### src/hw/feSettings.svh
`ifndef FE_SETTINGS_SVH
`define FE_SETTINGS_SVH

////////////////////////////////////////
// Diagnostic strobe timing
////////////////////////////////////////

// Cycles the diag strobe stays high
`define DIAG_HOLD 10
// Idle cycles after the strobe falls
`define DIAG_GAP 4

// Most single steps taken to clear A CHANGE COMING
`define MBOX_SYNC_TRIES 5

////////////////////////////////////////
// Word geometry
////////////////////////////////////////

// Full machine word
`define WORD_W 36
// Half word, also the address width
`define HALF_W 18

`endif

### src/hw/diagPkg.sv
`default_nettype none

package diagPkg;

  ////////////////////////////////////////
  // Diagnostic function codes (octal)
  ////////////////////////////////////////

  // Code on ds is valid only while diagStrobe is high
  typedef enum logic [6:0] {
    diagfStopClock              = 7'o000,
    diagfStartClock             = 7'o001,
    diagfStepClock              = 7'o002,
    diagfCondStep               = 7'o004,
    diagfSetReset               = 7'o006,
    diagfClrReset               = 7'o007,
    diagfClrRun                 = 7'o010,
    diagfClrBurstCtrRh          = 7'o042,
    diagfClrBurstCtrLh          = 7'o043,
    diagfClrClkSrcRate          = 7'o044,
    diagfSetEboxClkDisables     = 7'o045,
    diagfResetParRegs           = 7'o046,
    diagfClrMboxDisParChkErrStop = 7'o047,
    diagfEnableKl               = 7'o067,
    diagfInitChannels           = 7'o070,
    diagfWriteMbox              = 7'o071,
    diagfEbusLoad               = 7'o076
  } tDiagFunc;

  // Reset table entry kinds
  // opSync expands into the bounded MBOX step loop
  typedef enum logic [1:0] {
    opFunc,
    opWrite,
    opSync,
    opEnd
  } tSeqOp;

endpackage

`default_nettype wire

### src/hw/bootPkg.sv
`default_nettype none

`include "feSettings.svh"

package bootPkg;

  ////////////////////////////////////////
  // Bootstrap loader types
  ////////////////////////////////////////

  // Loader parse state
  // ldHeader expects an IOWD or the start word
  // ldData consumes the words of one IOWD block
  typedef enum logic [1:0] {
    ldHeader,
    ldData,
    ldDone
  } tLoadState;

  // Addresses, word counts and EBUS right half
  typedef logic [`HALF_W-1:0] tHalfWord;

endpackage

`default_nettype wire

### src/hw/diagStrober.sv
`timescale 1ns/1ps
`default_nettype none

`include "feSettings.svh"

module diagStrober import diagPkg::*, bootPkg::*; (
  input  logic     CLK,
  input  logic     reset,
  input  logic     issue,
  input  tDiagFunc func,
  input  tHalfWord writeData,
  input  logic     isWrite,
  output tDiagFunc ds,
  output logic     diagStrobe,
  output tHalfWord dataRH,
  output logic     dataDrive,
  output logic     strobeDone
);

  // Latched request, held for the whole strobe
  tDiagFunc reqFunc;
  tHalfWord reqData;
  logic     reqWrite;

  // Hold and gap counters, count down to zero
  logic [$clog2(`DIAG_HOLD+1)-1:0] holdCnt;
  logic [$clog2(`DIAG_GAP+1)-1:0]  gapCnt;
  logic inGap;

  ////////////////////////////////////////
  // Strobe timing
  ////////////////////////////////////////

  always_ff @(posedge CLK) begin
    if (reset) begin
      diagStrobe <= 1'b0;
      inGap <= 1'b0;
      holdCnt <= '0;
      gapCnt <= '0;
    end else if (diagStrobe) begin
      // Hold window, last cycle when holdCnt hits zero
      if (holdCnt == '0) begin
        diagStrobe <= 1'b0;
        inGap <= 1'b1;
        gapCnt <= ($bits(gapCnt))'(`DIAG_GAP - 1);
      end else begin
        holdCnt <= holdCnt - 1'b1;
      end
    end else if (inGap) begin
      if (gapCnt == '0)
        inGap <= 1'b0;
      else
        gapCnt <= gapCnt - 1'b1;
    end else if (issue) begin
      // Strobe goes high the cycle after issue
      diagStrobe <= 1'b1;
      holdCnt <= ($bits(holdCnt))'(`DIAG_HOLD - 1);
    end
  end

  // Request payload
  always_ff @(posedge CLK) begin
    if (issue && !diagStrobe && !inGap) begin
      reqFunc <= func;
      reqData <= writeData;
      reqWrite <= isWrite;
    end
  end

  // Done in the last gap cycle
  assign strobeDone = inGap && (gapCnt == '0);

  // EBUS is driven during the hold window only
  assign ds = diagStrobe ? reqFunc : diagfStopClock;
  assign dataDrive = diagStrobe && reqWrite;
  assign dataRH = dataDrive ? reqData : '0;

endmodule

`default_nettype wire

### src/hw/resetSequencer.sv
`timescale 1ns/1ps
`default_nettype none

`include "feSettings.svh"

module resetSequencer import diagPkg::*, bootPkg::*; (
  input  logic     CLK,
  input  logic     reset,
  input  logic     startMaster,
  input  logic     startSoft,
  input  logic     aChangeComing,
  input  logic     strobeDone,
  output logic     issue,
  output tDiagFunc func,
  output tHalfWord writeData,
  output logic     isWrite,
  output logic     seqBusy,
  output logic     seqDone,
  output logic     syncFail
);

  logic       tableSel;   // High selects the master table
  logic [4:0] step;
  logic       dispatch;   // Current entry is evaluated this cycle
  logic [2:0] tries;      // MBOX single steps taken so far
  logic [8:0] ent;        // {op, func} of the current entry
  tSeqOp      entOp;
  logic       syncStep;

  ////////////////////////////////////////
  // Function tables
  ////////////////////////////////////////

  always_comb begin
    ent = {opEnd, diagfStopClock};
    if (tableSel) begin
      // Master reset, phase 1, sync loop, phase 2
      case (step)
        5'd0:  ent = {opFunc,  diagfClrRun};
        5'd1:  ent = {opWrite, diagfClrClkSrcRate};
        5'd2:  ent = {opFunc,  diagfStopClock};
        5'd3:  ent = {opFunc,  diagfSetReset};
        5'd4:  ent = {opWrite, diagfResetParRegs};
        5'd5:  ent = {opWrite, diagfClrMboxDisParChkErrStop};
        5'd6:  ent = {opWrite, diagfClrBurstCtrRh};
        5'd7:  ent = {opWrite, diagfClrBurstCtrLh};
        5'd8:  ent = {opWrite, diagfSetEboxClkDisables};
        5'd9:  ent = {opFunc,  diagfStartClock};
        5'd10: ent = {opWrite, diagfInitChannels};
        5'd11: ent = {opWrite, diagfClrBurstCtrRh};
        5'd12: ent = {opSync,  diagfStepClock};
        5'd13: ent = {opFunc,  diagfCondStep};
        5'd14: ent = {opFunc,  diagfClrReset};
        5'd15: ent = {opWrite, diagfEnableKl};
        5'd16: ent = {opWrite, diagfEbusLoad};
        5'd17: ent = {opWrite, diagfWriteMbox};
        default: ent = {opEnd, diagfStopClock};
      endcase
    end else begin
      // Soft reset for RAM loaders
      case (step)
        5'd0:  ent = {opFunc, diagfSetReset};
        5'd1:  ent = {opFunc, diagfStartClock};
        5'd2:  ent = {opFunc, diagfStopClock};
        5'd3:  ent = {opFunc, diagfCondStep};
        5'd4:  ent = {opFunc, diagfClrReset};
        default: ent = {opEnd, diagfStopClock};
      endcase
    end
  end

  assign entOp = tSeqOp'(ent[8:7]);
  assign func = tDiagFunc'(ent[6:0]);
  assign isWrite = (entOp == opWrite);
  // Only the M-BOX write carries data
  assign writeData = (func == diagfWriteMbox) ? tHalfWord'(18'o120) : '0;

  // Another step while A CHANGE COMING is up and tries remain
  assign syncStep = (entOp == opSync) && aChangeComing && (tries < `MBOX_SYNC_TRIES);
  assign issue = dispatch && ((entOp == opFunc) || (entOp == opWrite) || syncStep);

  ////////////////////////////////////////
  // Table walk
  ////////////////////////////////////////

  always_ff @(posedge CLK) begin
    if (reset) begin
      seqBusy <= 1'b0;
      seqDone <= 1'b0;
      syncFail <= 1'b0;
      dispatch <= 1'b0;
      tableSel <= 1'b0;
      step <= '0;
      tries <= '0;
    end else begin
      seqDone <= 1'b0;
      if (!seqBusy) begin
        // Master wins if both start together
        if (startMaster || startSoft) begin
          seqBusy <= 1'b1;
          tableSel <= startMaster;
          step <= '0;
          tries <= '0;
          syncFail <= 1'b0;
          dispatch <= 1'b1;
        end
      end else if (dispatch) begin
        case (entOp)
          opFunc, opWrite: dispatch <= 1'b0;
          opSync: begin
            if (syncStep) begin
              tries <= tries + 1'b1;
              dispatch <= 1'b0;
            end else begin
              // Still set here means the step budget ran out
              if (aChangeComing)
                syncFail <= 1'b1;
              step <= step + 5'd1;
            end
          end
          opEnd: begin
            seqBusy <= 1'b0;
            seqDone <= 1'b1;
            dispatch <= 1'b0;
          end
        endcase
      end else if (strobeDone) begin
        // Sync entry is re-evaluated after each step
        dispatch <= 1'b1;
        if (entOp != opSync)
          step <= step + 5'd1;
      end
    end
  end

endmodule

`default_nettype wire

### src/hw/bootWordPacker.sv
`timescale 1ns/1ps
`default_nettype none

`include "feSettings.svh"

module bootWordPacker (
  input  logic              CLK,
  input  logic              reset,
  input  logic              byteValid,
  input  logic [7:0]        byteData,
  output logic              wordValid,
  output logic [`WORD_W-1:0] word
);

  // First four bytes give the top 32 bits
  logic [`WORD_W-5:0] acc;
  logic [2:0] byteCnt;

  ////////////////////////////////////////
  // Five-byte file word assembly
  ////////////////////////////////////////

  always_ff @(posedge CLK) begin
    if (reset) begin
      byteCnt <= '0;
      wordValid <= 1'b0;
    end else begin
      wordValid <= 1'b0;
      if (byteValid) begin
        if (byteCnt == 3'd4) begin
          byteCnt <= '0;
          wordValid <= 1'b1;
        end else begin
          byteCnt <= byteCnt + 3'd1;
        end
      end
    end
  end

  // Payload shift, MSB first
  always_ff @(posedge CLK) begin
    if (byteValid) begin
      if (byteCnt == 3'd4)
        // Fifth byte supplies only its upper nibble
        word <= {acc, byteData[7:4]};
      else
        acc <= {acc[`WORD_W-13:0], byteData};
    end
  end

endmodule

`default_nettype wire

### src/hw/iowdLoader.sv
`timescale 1ns/1ps
`default_nettype none

`include "feSettings.svh"

module iowdLoader import bootPkg::*; (
  input  logic               CLK,
  input  logic               reset,
  input  logic               wordValid,
  input  logic [`WORD_W-1:0] word,
  output logic               memWrite,
  output tHalfWord           memAddr,
  output logic [`WORD_W-1:0] memData,
  output logic               loadDone,
  output logic [`WORD_W-1:0] startWord,
  output tHalfWord           minAddr,
  output tHalfWord           maxAddr
);

  tLoadState state;
  tHalfWord  count;   // Words left in the current block
  tHalfWord  addr;    // Next data address
  tHalfWord  lh;
  tHalfWord  rh;

  assign lh = word[`WORD_W-1:`HALF_W];
  assign rh = word[`HALF_W-1:0];

  ////////////////////////////////////////
  // IOWD parse
  ////////////////////////////////////////

  always_ff @(posedge CLK) begin
    if (reset) begin
      state <= ldHeader;
      memWrite <= 1'b0;
      loadDone <= 1'b0;
      minAddr <= '1;
      maxAddr <= '0;
      count <= '0;
      addr <= '0;
    end else begin
      memWrite <= 1'b0;
      loadDone <= (state == ldDone);
      if (wordValid) begin
        case (state)
          ldHeader: begin
            if (lh >= 18'o400000) begin
              // Negative count in the left half
              count <= ~lh + 1'b1;
              addr <= rh;
              state <= ldData;
            end else begin
              // Start word, also copied to location 0
              memWrite <= 1'b1;
              state <= ldDone;
            end
          end
          ldData: begin
            memWrite <= 1'b1;
            if (addr < minAddr)
              minAddr <= addr;
            if (addr > maxAddr)
              maxAddr <= addr;
            addr <= addr + 1'b1;
            count <= count - 1'b1;
            if (count == 18'd1)
              state <= ldHeader;
          end
          default: ;  // ldDone ignores the rest of the stream
        endcase
      end
    end
  end

  // Write payload
  always_ff @(posedge CLK) begin
    if (wordValid && state == ldData) begin
      memAddr <= addr;
      memData <= word;
    end else if (wordValid && state == ldHeader && lh < 18'o400000) begin
      memAddr <= '0;
      memData <= word;
      startWord <= word;
    end
  end

endmodule

`default_nettype wire

### src/hw/frontEnd.sv
`timescale 1ns/1ps
`default_nettype none

`include "feSettings.svh"

module frontEnd import diagPkg::*, bootPkg::*; (
  input  logic               CLK,
  input  logic               reset,
  input  logic               startMaster,
  input  logic               startSoft,
  input  logic               aChangeComing,
  input  logic               byteValid,
  input  logic [7:0]         byteData,
  output tDiagFunc           ds,
  output logic               diagStrobe,
  output tHalfWord           dataRH,
  output logic               dataDrive,
  output logic               seqBusy,
  output logic               seqDone,
  output logic               syncFail,
  output logic               memWrite,
  output tHalfWord           memAddr,
  output logic [`WORD_W-1:0] memData,
  output logic               loadDone,
  output logic [`WORD_W-1:0] startWord,
  output tHalfWord           minAddr,
  output tHalfWord           maxAddr
);

  ////////////////////////////////////////
  // Reset sequencing over the EBUS
  ////////////////////////////////////////

  // Sequencer to strober request
  logic     issue;
  tDiagFunc func;
  tHalfWord writeData;
  logic     isWrite;
  logic     strobeDone;

  // Packer to loader
  logic               wordValid;
  logic [`WORD_W-1:0] word;

  resetSequencer seq (
    .CLK, .reset, .startMaster, .startSoft, .aChangeComing, .strobeDone,
    .issue, .func, .writeData, .isWrite, .seqBusy, .seqDone, .syncFail
  );

  diagStrober strober (
    .CLK, .reset, .issue, .func, .writeData, .isWrite,
    .ds, .diagStrobe, .dataRH, .dataDrive, .strobeDone
  );

  // Bootstrap image path
  bootWordPacker packer (
    .CLK, .reset, .byteValid, .byteData, .wordValid, .word
  );

  iowdLoader loader (
    .CLK, .reset, .wordValid, .word,
    .memWrite, .memAddr, .memData, .loadDone, .startWord, .minAddr, .maxAddr
  );

endmodule

`default_nettype wire

### config.mk
export PLATFORM = sky130hd
export DESIGN_NAME = frontEnd
export DESIGN_NICKNAME = d
export VERILOG_FILES = /design/src/hw/diagPkg.sv /design/src/hw/bootPkg.sv /design/src/hw/diagStrober.sv /design/src/hw/resetSequencer.sv /design/src/hw/bootWordPacker.sv /design/src/hw/iowdLoader.sv /design/src/hw/frontEnd.sv
export VERILOG_INCLUDE_DIRS = /design/src /design/src/hw
export SDC_FILE = /design/constraint.sdc
export NUM_CORES = 1
export LEC_CHECK = 0
export BUFFER_PORTS_ARGS = -buffer_cell sky130_fd_sc_hd__buf_2
export CORE_ASPECT_RATIO = 1.25
export CORE_MARGIN = 2
export CORE_UTILIZATION = 25
export CTS_BUF_LIST = sky130_fd_sc_hd__clkbuf_16
export DETAILED_ROUTE_END_ITERATION = 10
export PLACE_DENSITY = 0.52
export SLEW_MARGIN = 20
export SYNTH_ARGS = -nofsm -noshare
export SYNTH_HDL_FRONTEND = slang
export SYNTH_HIERARCHICAL = 1
export SYNTH_SLANG_ARGS = --single-unit
### constraint.sdc
create_clock -name CLK -period 5.26 [get_ports CLK]
set_input_delay 0.789 -clock CLK [delete_from_list [all_inputs] [get_ports CLK]]
set_output_delay 0.789 -clock CLK [all_outputs]
set_load 0.005 [all_outputs]
* Word level (Yosys, flattened, before mapping)
Memory sizes are Yosys's and may differ from the RTL's. A register that Yosys moved wholly into a read port is not among the register bits.
Index checks and enable logic that the tools add are counted.
** Storage, ports and cells
- Register bits :: 286
- ROM bits :: 256
- Output and inout port bits :: 158
- Memories kept :: 1
** Cells by class
- Add/sub/neg operators :: 8
- $lt $le $gt $ge :: 5
- Equality and inequality tests :: 28
- Mux-type cells :: 67
- Bitwise logic cells :: 7
- Reduce and logical (&&, ||, !) cells :: 42
** Memories
- (no name shown) :: depth 32, bits a word 8, read ports 1, clocked after memory_dff 1, wr ports 0, line resetSequencer.sv:38 : case (step)
** Operators with widths (count)
- 18-bit two-way mux :: 5
- 36-bit two-way mux :: 2
- 18-bit one-hot mux with 2 select lines :: 2
- 5-bit two-way mux :: 9
- 9-bit one-hot mux with 5 select lines :: 1
- 18-bit by 1-bit adder with 18-bit output (second input constant) :: 2
- 3-bit two-way mux :: 10
- 1-bit two-way mux :: 26
- 18-bit by 1-bit equality test with 1-bit output (second input constant) :: 1
- 18-bit >= comparator (second input constant) :: 1
- 18-bit > comparator :: 1
- 18-bit < comparator :: 1
- 18-bit < comparator (second input constant) :: 1
- 18-bit inverter :: 1
- 3-bit AND reduction :: 6
- 18-bit by 1-bit subtractor with 18-bit output (second input constant) :: 1
- 4-bit two-way mux :: 4
- 2-bit != test (second input constant) :: 8
- 7-bit two-way mux :: 2
- 5-bit by 2-bit equality test with 1-bit output (second input constant) :: 2
- 1-bit logical AND :: 10
- 5-bit AND reduction :: 2
- 2-bit nonzero test :: 5
- 9-bit two-way mux :: 1
- 28 further kinds :: 53

* Logic depth before layout (Yosys ltp)
Gate-level depths: netlist (run 1).
- Depth in word-level cells :: 12
- Mapped depth :: 15
- Mapped depth without buffers :: 14

* By module
Netlist (run 1), hierarchy kept.
** Modules (own cells, without submodules)
- iowdLoader :: times used 1, cells each 732, area each 7751.2 µm², sequential area each 4224.1 µm²
- bootWordPacker :: times used 1, cells each 89, area each 2230.9 µm², sequential area each 2122.0 µm²
- resetSequencer :: times used 1, cells each 193, area each 1602.8 µm², sequential area each 420.4 µm²
- diagStrober :: times used 1, cells each 107, area each 1438.9 µm², sequential area each 960.9 µm²

* Worst setup path before layout (run 1)
OpenSTA, ideal clock, no wires.
- Path kind :: reg2reg
- From :: reg loader.state[1]
- To :: reg loader.state[0]
- Arrival :: 3909 ps
- Data required time :: 5128 ps
- Slack :: 1219 ps
- Stages on the path, launching flop included :: 6
- Path through :: dfxtp_1 > nand2b_1 > a21oi_1 > nand4_1 > o41ai_1 > a21oi_1
** Between the ends
- Cells in the longest elaborated chain, start to end :: 3
- Elaborated cells on any way between the ends :: 6
- Those cells by class :: eq/ne: 2; mux: 1; reduce/logical: 3
** RTL lines
- start, declared :: line iowdLoader.sv:20 : tLoadState state;
- start signal, assigned :: line iowdLoader.sv:35 : state <= ldHeader;
- start signal, assigned :: line iowdLoader.sv:52 : state <= ldData;
- start signal, assigned :: line iowdLoader.sv:56 : state <= ldDone;
- 2-bit by 1-bit equality test with 1-bit output / 2-bit logical NOT (equally long branches) :: line iowdLoader.sv:46 : case (state)
- 2-bit by 1-bit != test with 1-bit output (no source line) / 2-bit nonzero test (equally long branches)
- 3-bit AND reduction (no source line)
Several ways; a longest one is shown, not always the timed one.
A chain may end at the register's enable or synchronous reset.

* Worst setup path after layout (run 1)
- From :: reg loader.state[0]
- To :: reg loader.minAddr[12]
** Between the ends
- Cells in the longest elaborated chain, start to end :: 2
** RTL lines
- 2-bit by 1-bit equality test with 1-bit output :: line iowdLoader.sv:46
- 3-bit AND reduction (no source line)
- end signal, assigned :: line iowdLoader.sv:62 : minAddr <= addr;
- end, declared :: line iowdLoader.sv:16 : output tHalfWord minAddr,
Every way passes these cells.

==> results of run 1 <==
[cell type report]
type                            instances  area, um^2  area share
Timing Repair Buffer                  186         971      0.0621
Clock buffer                           37         926      0.0592
Tap cell                              665         832      0.0532
Multi-Input combinational cell        711        4760       0.304
Sequential cell                       294        7730       0.494
Inverter                               61         244      0.0156
Clock inverter                         24         183      0.0117
[report_power, final]
group / switching, uW / internal, uW
Combinational: 80.6 / 50.4
Sequential: 32.7 / 2480
Clock: 973 / 1380
Total: 1090 / 3910
[state kept, by name (all words and copies together) (netlist names), 2 cells and up, named ones only]
register,cells
loader/addr,18
loader/count,18
loader/maxAddr,18
loader/memAddr,18
loader/memData,36
loader/minAddr,18
loader/startWord,36
loader/state,2
packer/acc,32
packer/byteCnt,3
packer/word,36
seq/step,5
seq/tries,3
strober/gapCnt,3
strober/holdCnt,4
strober/reqData,18
strober/reqFunc,7
[synthesized netlist by cell type (6+ instances only)]
cell type  number  area [um^2]
and3_1         40          250
o21ai_0        46          230
nor2_1         76          285
a21oi_1        91          455
inv_1          58          218
dfxtp_1       110         2200
ha_1           51          638
a21o_1          6         45.0
a22oi_1         6         45.0
and2_1         18          113
o31ai_1         7         52.6
a31oi_1        10         62.6
nand4_1        13         81.3
xor2_1          6         52.6
nor4_1          8         50.1
nand2b_1       47          294
nor3_1         25          125
or3_1           7         43.8
a211oi_1       16          120
xnor2_1         8         70.1
nand2_1        56          210
buf_4          18          135
clkbuf_1       39          146
nand3_1        25          125
a311o_1        18          180
mux2i_1        24          240
edfxtp_1      184         5530
buf_2           6         30.0
[metal layers]
layer,vias up,global-route usage
met3,62,0.0288
met1,4492,0.155
met4,6,0.0442
li1,4433,-
met2,260,0.229
met5,-,0
[logic make-up after synthesis]
family / count (synthesis)
simple gates: 354
compound gates: 249
xor+xnor: 14
buf+inv: 132
flops: 294
mux: 26
other cells: 1
fa+ha+maj: 51
[worst max-delay path: stages, from the launching register on]
cell and delay (ns):
dfxtp_1 0.47, inv_2 0.13, nor2_8 0.48, nand2_4 0.13, a2111oi_4 0.82, buf_4 0.38, a21oi_1 0.10, a311o_1 0.33
[through the flow]
stage	instance area (um^2)	power [uW]	std cells
after global placement	14500	2690	1917
after floorplan	13100	2650	1137
after global routing	15600	5190	1978
after detailed placement	14500	2690	1917
after CTS	15600	5090	1978
final	15600	5000	1978
[worst min path at each step]
| stage | slack (ns) | cells after the start | endpoint |
|---|---|---|---|
| after floorplan | 0.40 | 0 | packer/word[28] |
| after global placement | 0.41 | 0 | packer/word[33] |
| after detailed placement | 0.41 | 0 | packer/word[29] |
| after CTS | 0.40 | 1 | packer/acc[0] |
| after global routing | 0.42 | 1 | packer/acc[0] |
| final | 0.42 | 0 | packer/word[32] |
==> flow_summary.ini, run 1 <==
[synthesis]
synth_area_um2 = 13000
seq_area_frac_synth = 0.593
synth_xor_area_frac = 0.00941
synth-adder-area-share = 0.0490
synthFlopType = edfxtp_1
synth_cell_types = 95
synth.avg_cell_area_um2 = 11.6
syn_inst = 1121
synth_top_family_by_area = simple AND/OR/NAND/NOR gates
yosys.area_share.simple = 0.149
yosysWarnings = 6
muxShareOfSynthArea = 0.0205
async_flop_share = 0
synth_edf_count = 184
ys_ff_latch = 294
synth_compound_area_frac = 0.130

[sta]
fmax_mhz = 337
final-setup-viol-count = 0
layout_min_cycle_time_ns = 2.97
rsz0062_at_grt = no
tns_ns = 0
finalHoldViolations = 0
final_max_slew_viol_count = 0
hold_ws_ns = 0.420
min_period_over_period = 0.565
skew_ns = 0.0113
worst_pin_slew_ns = 1.04
slew-limit-headroom = 0.309
worst_slack_ns = 2.29

[pwr]
ir_drop_mv = 0.203
power_density_nw_per_um2 = 319
leakage_uw = 0.00614

[worst_setup_path]
reg2reg_from = loader/state[0]
required_ns = 5.67
startpoint_type = register
crit_end = loader/minAddr[12]
path_class = reg2reg
reg2reg_slack_ns = 2.29
r2r_cells = 7
worstReg2RegEnd = loader/minAddr[12]
cp.arrival_ns = 3.39
crit_start = loader/state[0]
crit_fanout = 45
endpoint_kind = register

[clock_tree]
clock_latency_ns = 0.53
cts_hold_buf = 0
numCtsBuffers = 35
path_clk_slew_ns = 0.06
cts.sinks = 294
cts_root_buf = clkbuf_16
clockBufferDepth = 3
htreeDepth = 2
cts_setup_buffers = 0
cts_tree = yes
ctsResizeCount = 0

[global_route]
grt_pass1_wl_um = 54200
antenna_found_initial = 3
grt_overflow = 0
grt_max_degree = 95
grt_pass1_vias = 9261
grt_usage = 0.130

[drt]
drt_pass1_iterations = 5
viasPerCell = 4.68
avgRoutedWirePerCell_um = 17.9
wl_met1_um = 14600
met2WireLength_um = 17700
drt_first_iter_violations = 556
ant_nets = 0
dr_wl_met3_um = 2060
drt-total-wl_um = 35400
drc = 0
top_layer = met5
num_vias = 9253

[cells_and_area]
final_cell_mix = edfxtp_1, buf_2, dfxtp_1
syn2layout_area_growth_pct = 20.1
diodes = 0
drive_above_1_share = 0.213
final_nets = 1354
final_common_cell = edfxtp_1
fin_util = 0.304
nFillCells = 5304

[floorplanning]
rows = 93
core_um2 = 51500
die_area_um2 = 53900
ios = 172
die_w_um = 208
die_h_um = 259
start_util = 0.253

[place]
dp_hpwl_um = 24500
pre_cts_ws_ns = 1.99
gp_congestion = 0.867
numPortBuffers = 171

[hold_path]
hp-class = reg2reg
hold_start = packer/acc[28]

[job]
max_cap_viol_count = 0

[status]
status = finished clean
Power figures use the tool's default switching activity.
==> inputs of run 2 (changes only) <==
--- a/config.mk
+++ b/config.mk
@@ -12,7 +12,7 @@
 export CORE_UTILIZATION = 25
 export CTS_BUF_LIST = sky130_fd_sc_hd__clkbuf_16
 export DETAILED_ROUTE_END_ITERATION = 10
-export PLACE_DENSITY = 0.52
+export PLACE_DENSITY = 0.53
 export SLEW_MARGIN = 20
 export SYNTH_ARGS = -nofsm -noshare
 export SYNTH_HDL_FRONTEND = slang
==> constraint.sdc (replaced) <==
create_clock -name CLK -period 2.4 [get_ports CLK]
set_input_delay 0.36 -clock CLK [delete_from_list [all_inputs] [get_ports CLK]]
set_output_delay 0.36 -clock CLK [all_outputs]
set_load 0.005 [all_outputs]
==> run 2 against run 1 <==
Effect of this change:
- final cell count is 4.1% higher
- utilization rose by 1.7 points
- sequential share of layout area shrank 2.6 points
- cell area rose by 5.6%
==> flow_summary.ini, run 2 (same netlist as run 1, synthesis figures left out) <==
[status]
status = finished clean

[worst_setup_path]
startpoint_type = register
path_class = reg2reg
required_ns = 2.84
reg2reg_slack_ns = 0.02
endpoint_kind = register
critical-path-slowest-cell = dfxtp_2
cp.arrival_ns = 2.81
worstPathCellList = inv_2 > ha_4 > ha_4 > and2_4 > and2b_2 > a31oi_4 > nand3_2 > and2_4 > buf_4 > buf_4 > xnor2_1 > a21oi_1 > o31ai_1
reg2reg_from = strober/gapCnt[0]
r2r_cells = 13
crit_fanout = 6
cp_slowest_stage_delay_ns = 0.33

[drt]
num_vias = 9510
drt_first_iter_violations = 457
viasPerCell = 4.62
drt-total-wl_um = 36300
drc = 0
drt_pass1_iterations = 5
avgRoutedWirePerCell_um = 17.6
ant_nets = 0

[sta]
rsz0062_at_grt = yes
min_period_over_period = 0.990
final_max_slew_viol_count = 0
final-setup-viol-count = 0
worst_pin_slew_ns = 0.506
worst_slack_ns = 0.0230
hold_ws_ns = 0.0268
skew_ns = 0.0222
slew-limit-headroom = 0.660
layout_min_cycle_time_ns = 2.38
finalHoldViolations = 0
fmax_mhz = 421

[global_route]
antenna_found_initial = 2
grtUsageMet2 = 0.240
grt_pass1_wl_um = 55300
globalRoute.busiestLayer = met2
use_met1 = 0.157
grt_use_met3 = 0.0286
grt_overflow = 0
grt_pass1_vias = 9437
grt_max_degree = 101
grt_usage = 0.133

[clock_tree]
cts_tree = yes
path_clk_slew_ns = 0.06
clockBufferDepth = 3
cts.sinks = 294
htreeDepth = 2
numCtsBuffers = 35
cts_root_buf = clkbuf_16
clock_latency_ns = 0.55

[cells_and_area]
nFillCells = 5156
syn2layout_area_growth_pct = 26.9
final_common_cell = edfxtp_1
fin_util = 0.321
top_regs = loader/memData: 36 flops, loader/startWord: 36 flops, packer/word: 36 flops
diodes = 0
final_nets = 1432
fin_cells = 2059
drive_above_1_share = 0.271
final_cell_mix = edfxtp_1, buf_2, dfxtp_1

[floorplanning]
start_util = 0.253
die_area_um2 = 53900
ios = 172
die_h_um = 259
die_w_um = 208
rows = 93
core_um2 = 51500

[pwr]
leakage_uw = 0.00658
finalPower_uw = 11300
power_density_nw_per_um2 = 685
ir_drop_mv = 0.394

[place]
dp_hpwl_um = 25900
dp_cells = 1980
pre_cts_ws_ns = -0.0486
gp_congestion = 0.866
numPortBuffers = 171

[hold_path]
hold_depth = 1
hp-class = in2reg
hold_end = packer/acc[2]
hold_start = byteData[2]

[job]
max_cap_viol_count = 0
[run 2: cell types whose count changed in the layout (fill, tap and decap cells not counted), moves of 4 or more]
cell,change
buf_4,+64
dlygate4sd3_1,+7
inv_2,+4
inv_1,-9
buf_12,+6
[run 2: how the worst max path moves through the flow]
| stage | startpoint | cells past startpoint | slack [ns] | endpoint |
|---|---|---|---|---|
| 5_1_grt | strober/gapCnt[0] | 12 | -0.11 | register |
| 2_1_floorplan | strober/gapCnt[0] | 15 | -0.05 | register |
| 3_3_place_gp | strober/gapCnt[1] | 14 | -0.02 | register |
| 6_report | strober/gapCnt[0] | 13 | 0.02 | register |
| 4_1_cts | strober/gapCnt[0] | 14 | 0.009 | register |
| 3_5_place_dp | strober/gapCnt[0] | 14 | -0.05 | register |
[run 2: through the flow]
stage | TNS (ns) | instance area (um^2)
after floorplan | -0.0459 | 13200
after global placement | -0.0225 | 15100
after detailed placement | -0.0486 | 15100
after CTS | 0 | 16400
after global routing | -0.422 | 16500
final | 0 | 16500
[run 2: layout make-up]
cell class / count / area, um^2 / area share
Multi-Input combinational cell: 711 / 4880 / 0.295
Tap cell: 665 / 832 / 0.0503
Inverter: 61 / 244 / 0.0148
Sequential cell: 294 / 7730 / 0.468
Timing Repair Buffer: 264 / 1670 / 0.101
Clock inverter: 29 / 302 / 0.0182
Clock buffer: 35 / 876 / 0.0530
[run 2: where the power goes]
part / internal [uW] / total [uW] / switching, uW / leakage (uW)
Sequential: 5440 / 5490 / 52.8 / 0.00262
Combinational: 158 / 372 / 214 / 0.00338
Clock: 3240 / 5460 / 2220 / 0.000579
Total: 8840 / 11300 / 2480 / 0.00658
[run 2: timing repair]
item / 4_1_cts / 5_1_grt
setup buffers: 0 / 7
hold endpoints to repair: 11 / 0
setup endpoints to repair: 1 / 35
pin swaps: 1 / 9
resized for setup: 3 / 12
hold buffers: 7 / 0
cloned: 0 / 1
[run 2: metal layers]
layer / share of wire / vias to the layer above
met4: 0.023 / 4
met2: 0.51 / 249
met3: 0.050 / 57
met1: 0.42 / 4614
li1: - / 4586
met5: 0.00066 / -
[run 2: worst max-delay path, delay by kind of cell, from the launching register on]
family / cells / cell delay (ns)
simple gates: 4 / 0.63
compound gates: 3 / 0.55
flops: 1 / 0.33
buf+inv: 3 / 0.33
fa+ha+maj: 2 / 0.31
xor+xnor: 1 / 0.15
==> inputs of run 3 (changes only) <==
--- a/config.mk
+++ b/config.mk
@@ -8,11 +8,11 @@
 export LEC_CHECK = 0
 export BUFFER_PORTS_ARGS = -buffer_cell sky130_fd_sc_hd__buf_2
 export CORE_ASPECT_RATIO = 1.25
-export CORE_MARGIN = 2
+export CORE_MARGIN = 5
 export CORE_UTILIZATION = 25
 export CTS_BUF_LIST = sky130_fd_sc_hd__clkbuf_16
 export DETAILED_ROUTE_END_ITERATION = 10
-export PLACE_DENSITY = 0.53
+export RECOVER_POWER = 25
 export SLEW_MARGIN = 20
 export SYNTH_ARGS = -nofsm -noshare
 export SYNTH_HDL_FRONTEND = slang
==> run 3 against run 2 <==
Effect of this change:
- the run now ends with negative setup slack left
- register-to-register slack worse by 0.06 ns
- non-clock buffer count down 16
- fmax down 2.4%
- combinational power down 5%
- via count down 0.65%
- first-iteration DRC count up 32%
- critical path type unchanged
==> flow_summary.ini, run 3 (same netlist as run 1, synthesis figures left out) <==
[global_route]
grt_max_degree = 118
grt_pass1_wl_um = 54600
grt_usage = 0.121
grt_overflow = 0
grt_pass1_vias = 9470
antenna_found_initial = 2

[cells_and_area]
final_cell_mix = edfxtp_1, buf_2, dfxtp_1
syn2layout_area_growth_pct = 26.1
final_common_cell = edfxtp_1
final_nets = 1415
drive_above_1_share = 0.249
nFillCells = 5193
fin_util = 0.319
fin_cells = 2042
top_regs = loader/memData: 36 flops, loader/startWord: 36 flops, packer/word: 36 flops

[worst_setup_path]
startpoint_type = register
critical-path-slowest-cell = a211oi_2
critPathTopFamily = compound AO/OA/AOI/OAI gates
path_buf_inv = 2
required_ns = 2.83
crit_fanout = 4
reg2reg_slack_ns = -0.04
path_class = reg2reg
cp.arrival_ns = 2.87
endpoint_kind = register
worstPathCellList = inv_2 > ha_4 > ha_4 > and2_4 > and2b_2 > buf_4 > a211oi_2 > a211oi_2 > a31oi_2 > mux2_4 > mux2i_1 > o21ai_1
cp_slowest_stage_delay_ns = 0.36

[sta]
skew_ns = 0.0263
final_max_slew_viol_count = 0
worst_pin_slew_ns = 0.557
slew-limit-headroom = 0.625
min_period_over_period = 1.01
worst_slack_ns = -0.0354
hold_ws_ns = 0.0752
final-setup-viol-count = 1
fmax_mhz = 411
layout_min_cycle_time_ns = 2.44
finalHoldViolations = 0
rsz0062_at_grt = yes

[clock_tree]
cts.sinks = 294
htreeDepth = 2
cts_tree = yes
clock_latency_ns = 0.55
cts_root_buf = clkbuf_16
clockBufferDepth = 3
numCtsBuffers = 34
path_clk_slew_ns = 0.06

[hold_path]
hp-class = in2reg

[place]
dp_hpwl_um = 25500
gp_congestion = 0.816
pre_cts_ws_ns = -0.0743
dp_cells = 1967
numPortBuffers = 171

[status]
failed_checks = negative setup slack
status = complete, but fails checks

[drt]
ant_nets = 0
top_layer = met5
drt_pass1_iterations = 5
met2WireLength_um = 17500
viasPerCell = 4.63
avgRoutedWirePerCell_um = 17.3
dr_wl_met3_um = 2070
wl_met1_um = 14500
drc = 0
drt-total-wl_um = 35300
drt_first_iter_violations = 605
num_vias = 9448

[floorplanning]
start_util = 0.253
ios = 172
die_h_um = 265
core_um2 = 51500
die_w_um = 214
die_area_um2 = 56800
rows = 93

[pwr]
power_density_nw_per_um2 = 710
leakage_uw = 0.00651
ir_drop_mv = 0.572
finalPower_uw = 11700

[job]
max_cap_viol_count = 0
-- run 3: area by class of cell --
class / count / area (um^2) / share of cell area
Antenna cell: 2 / 5.00 / 0.000305
Timing Repair Buffer: 248 / 1490 / 0.0909
Multi-Input combinational cell: 711 / 4860 / 0.296
Clock buffer: 34 / 851 / 0.0518
Inverter: 61 / 244 / 0.0149
Clock inverter: 27 / 412 / 0.0251
Sequential cell: 294 / 7730 / 0.470
Tap cell: 665 / 832 / 0.0507
-- run 3: layer usage --
metal / GRT usage / vias up
met3: 0.0281 / 71
met4: 0.0503 / 2
li1: - / 4548
met1: 0.145 / 4546
met2: 0.211 / 281
met5: 0 / -
-- run 3: worst paths after layout --
kind,startpoint,end,cells after the start
worst max-delay path,strober/gapCnt[0],register,12
worst min-delay path,byteData[3],packer/acc[3],1
worst max register to register,strober/gapCnt[0],register,12
worst min register to register,packer/acc[26],packer/word[30],0
-- run 3: stage by stage --
stage / cell area (um^2) / TNS, ns
3_5_place_dp: 15000 / -0.0743
3_3_place_gp: 15000 / -0.0566
2_1_floorplan: 13200 / -0.0459
6_report: 16400 / -0.0354
4_1_cts: 16400 / 0
5_1_grt: 16400 / -0.465
-- run 3: what timing repair did --
item,CTS,global route
resized for setup,3,12
hold buffers,7,0
pin swaps,2,15
endpoints found under the setup margin,1,36
endpoints found under the hold margin,11,0
setup buffers,0,5
-- run 3: power breakdown --
part / total [uW] / internal, uW / switching (uW) / leakage, uW
Sequential: 5490 / 5440 / 54.1 / 0.00262
Clock: 5810 / 3610 / 2190 / 0.000639
Combinational: 355 / 151 / 204 / 0.00325
-- run 3: worst reg2reg max path: cells and delay by family, from the launching register on --
family	cells	cell delay, ns
compound gates	4	0.73
fa+ha+maj	2	0.25
buf+inv	2	0.20
flops	1	0.32
mux	2	0.45
simple gates	2	0.36
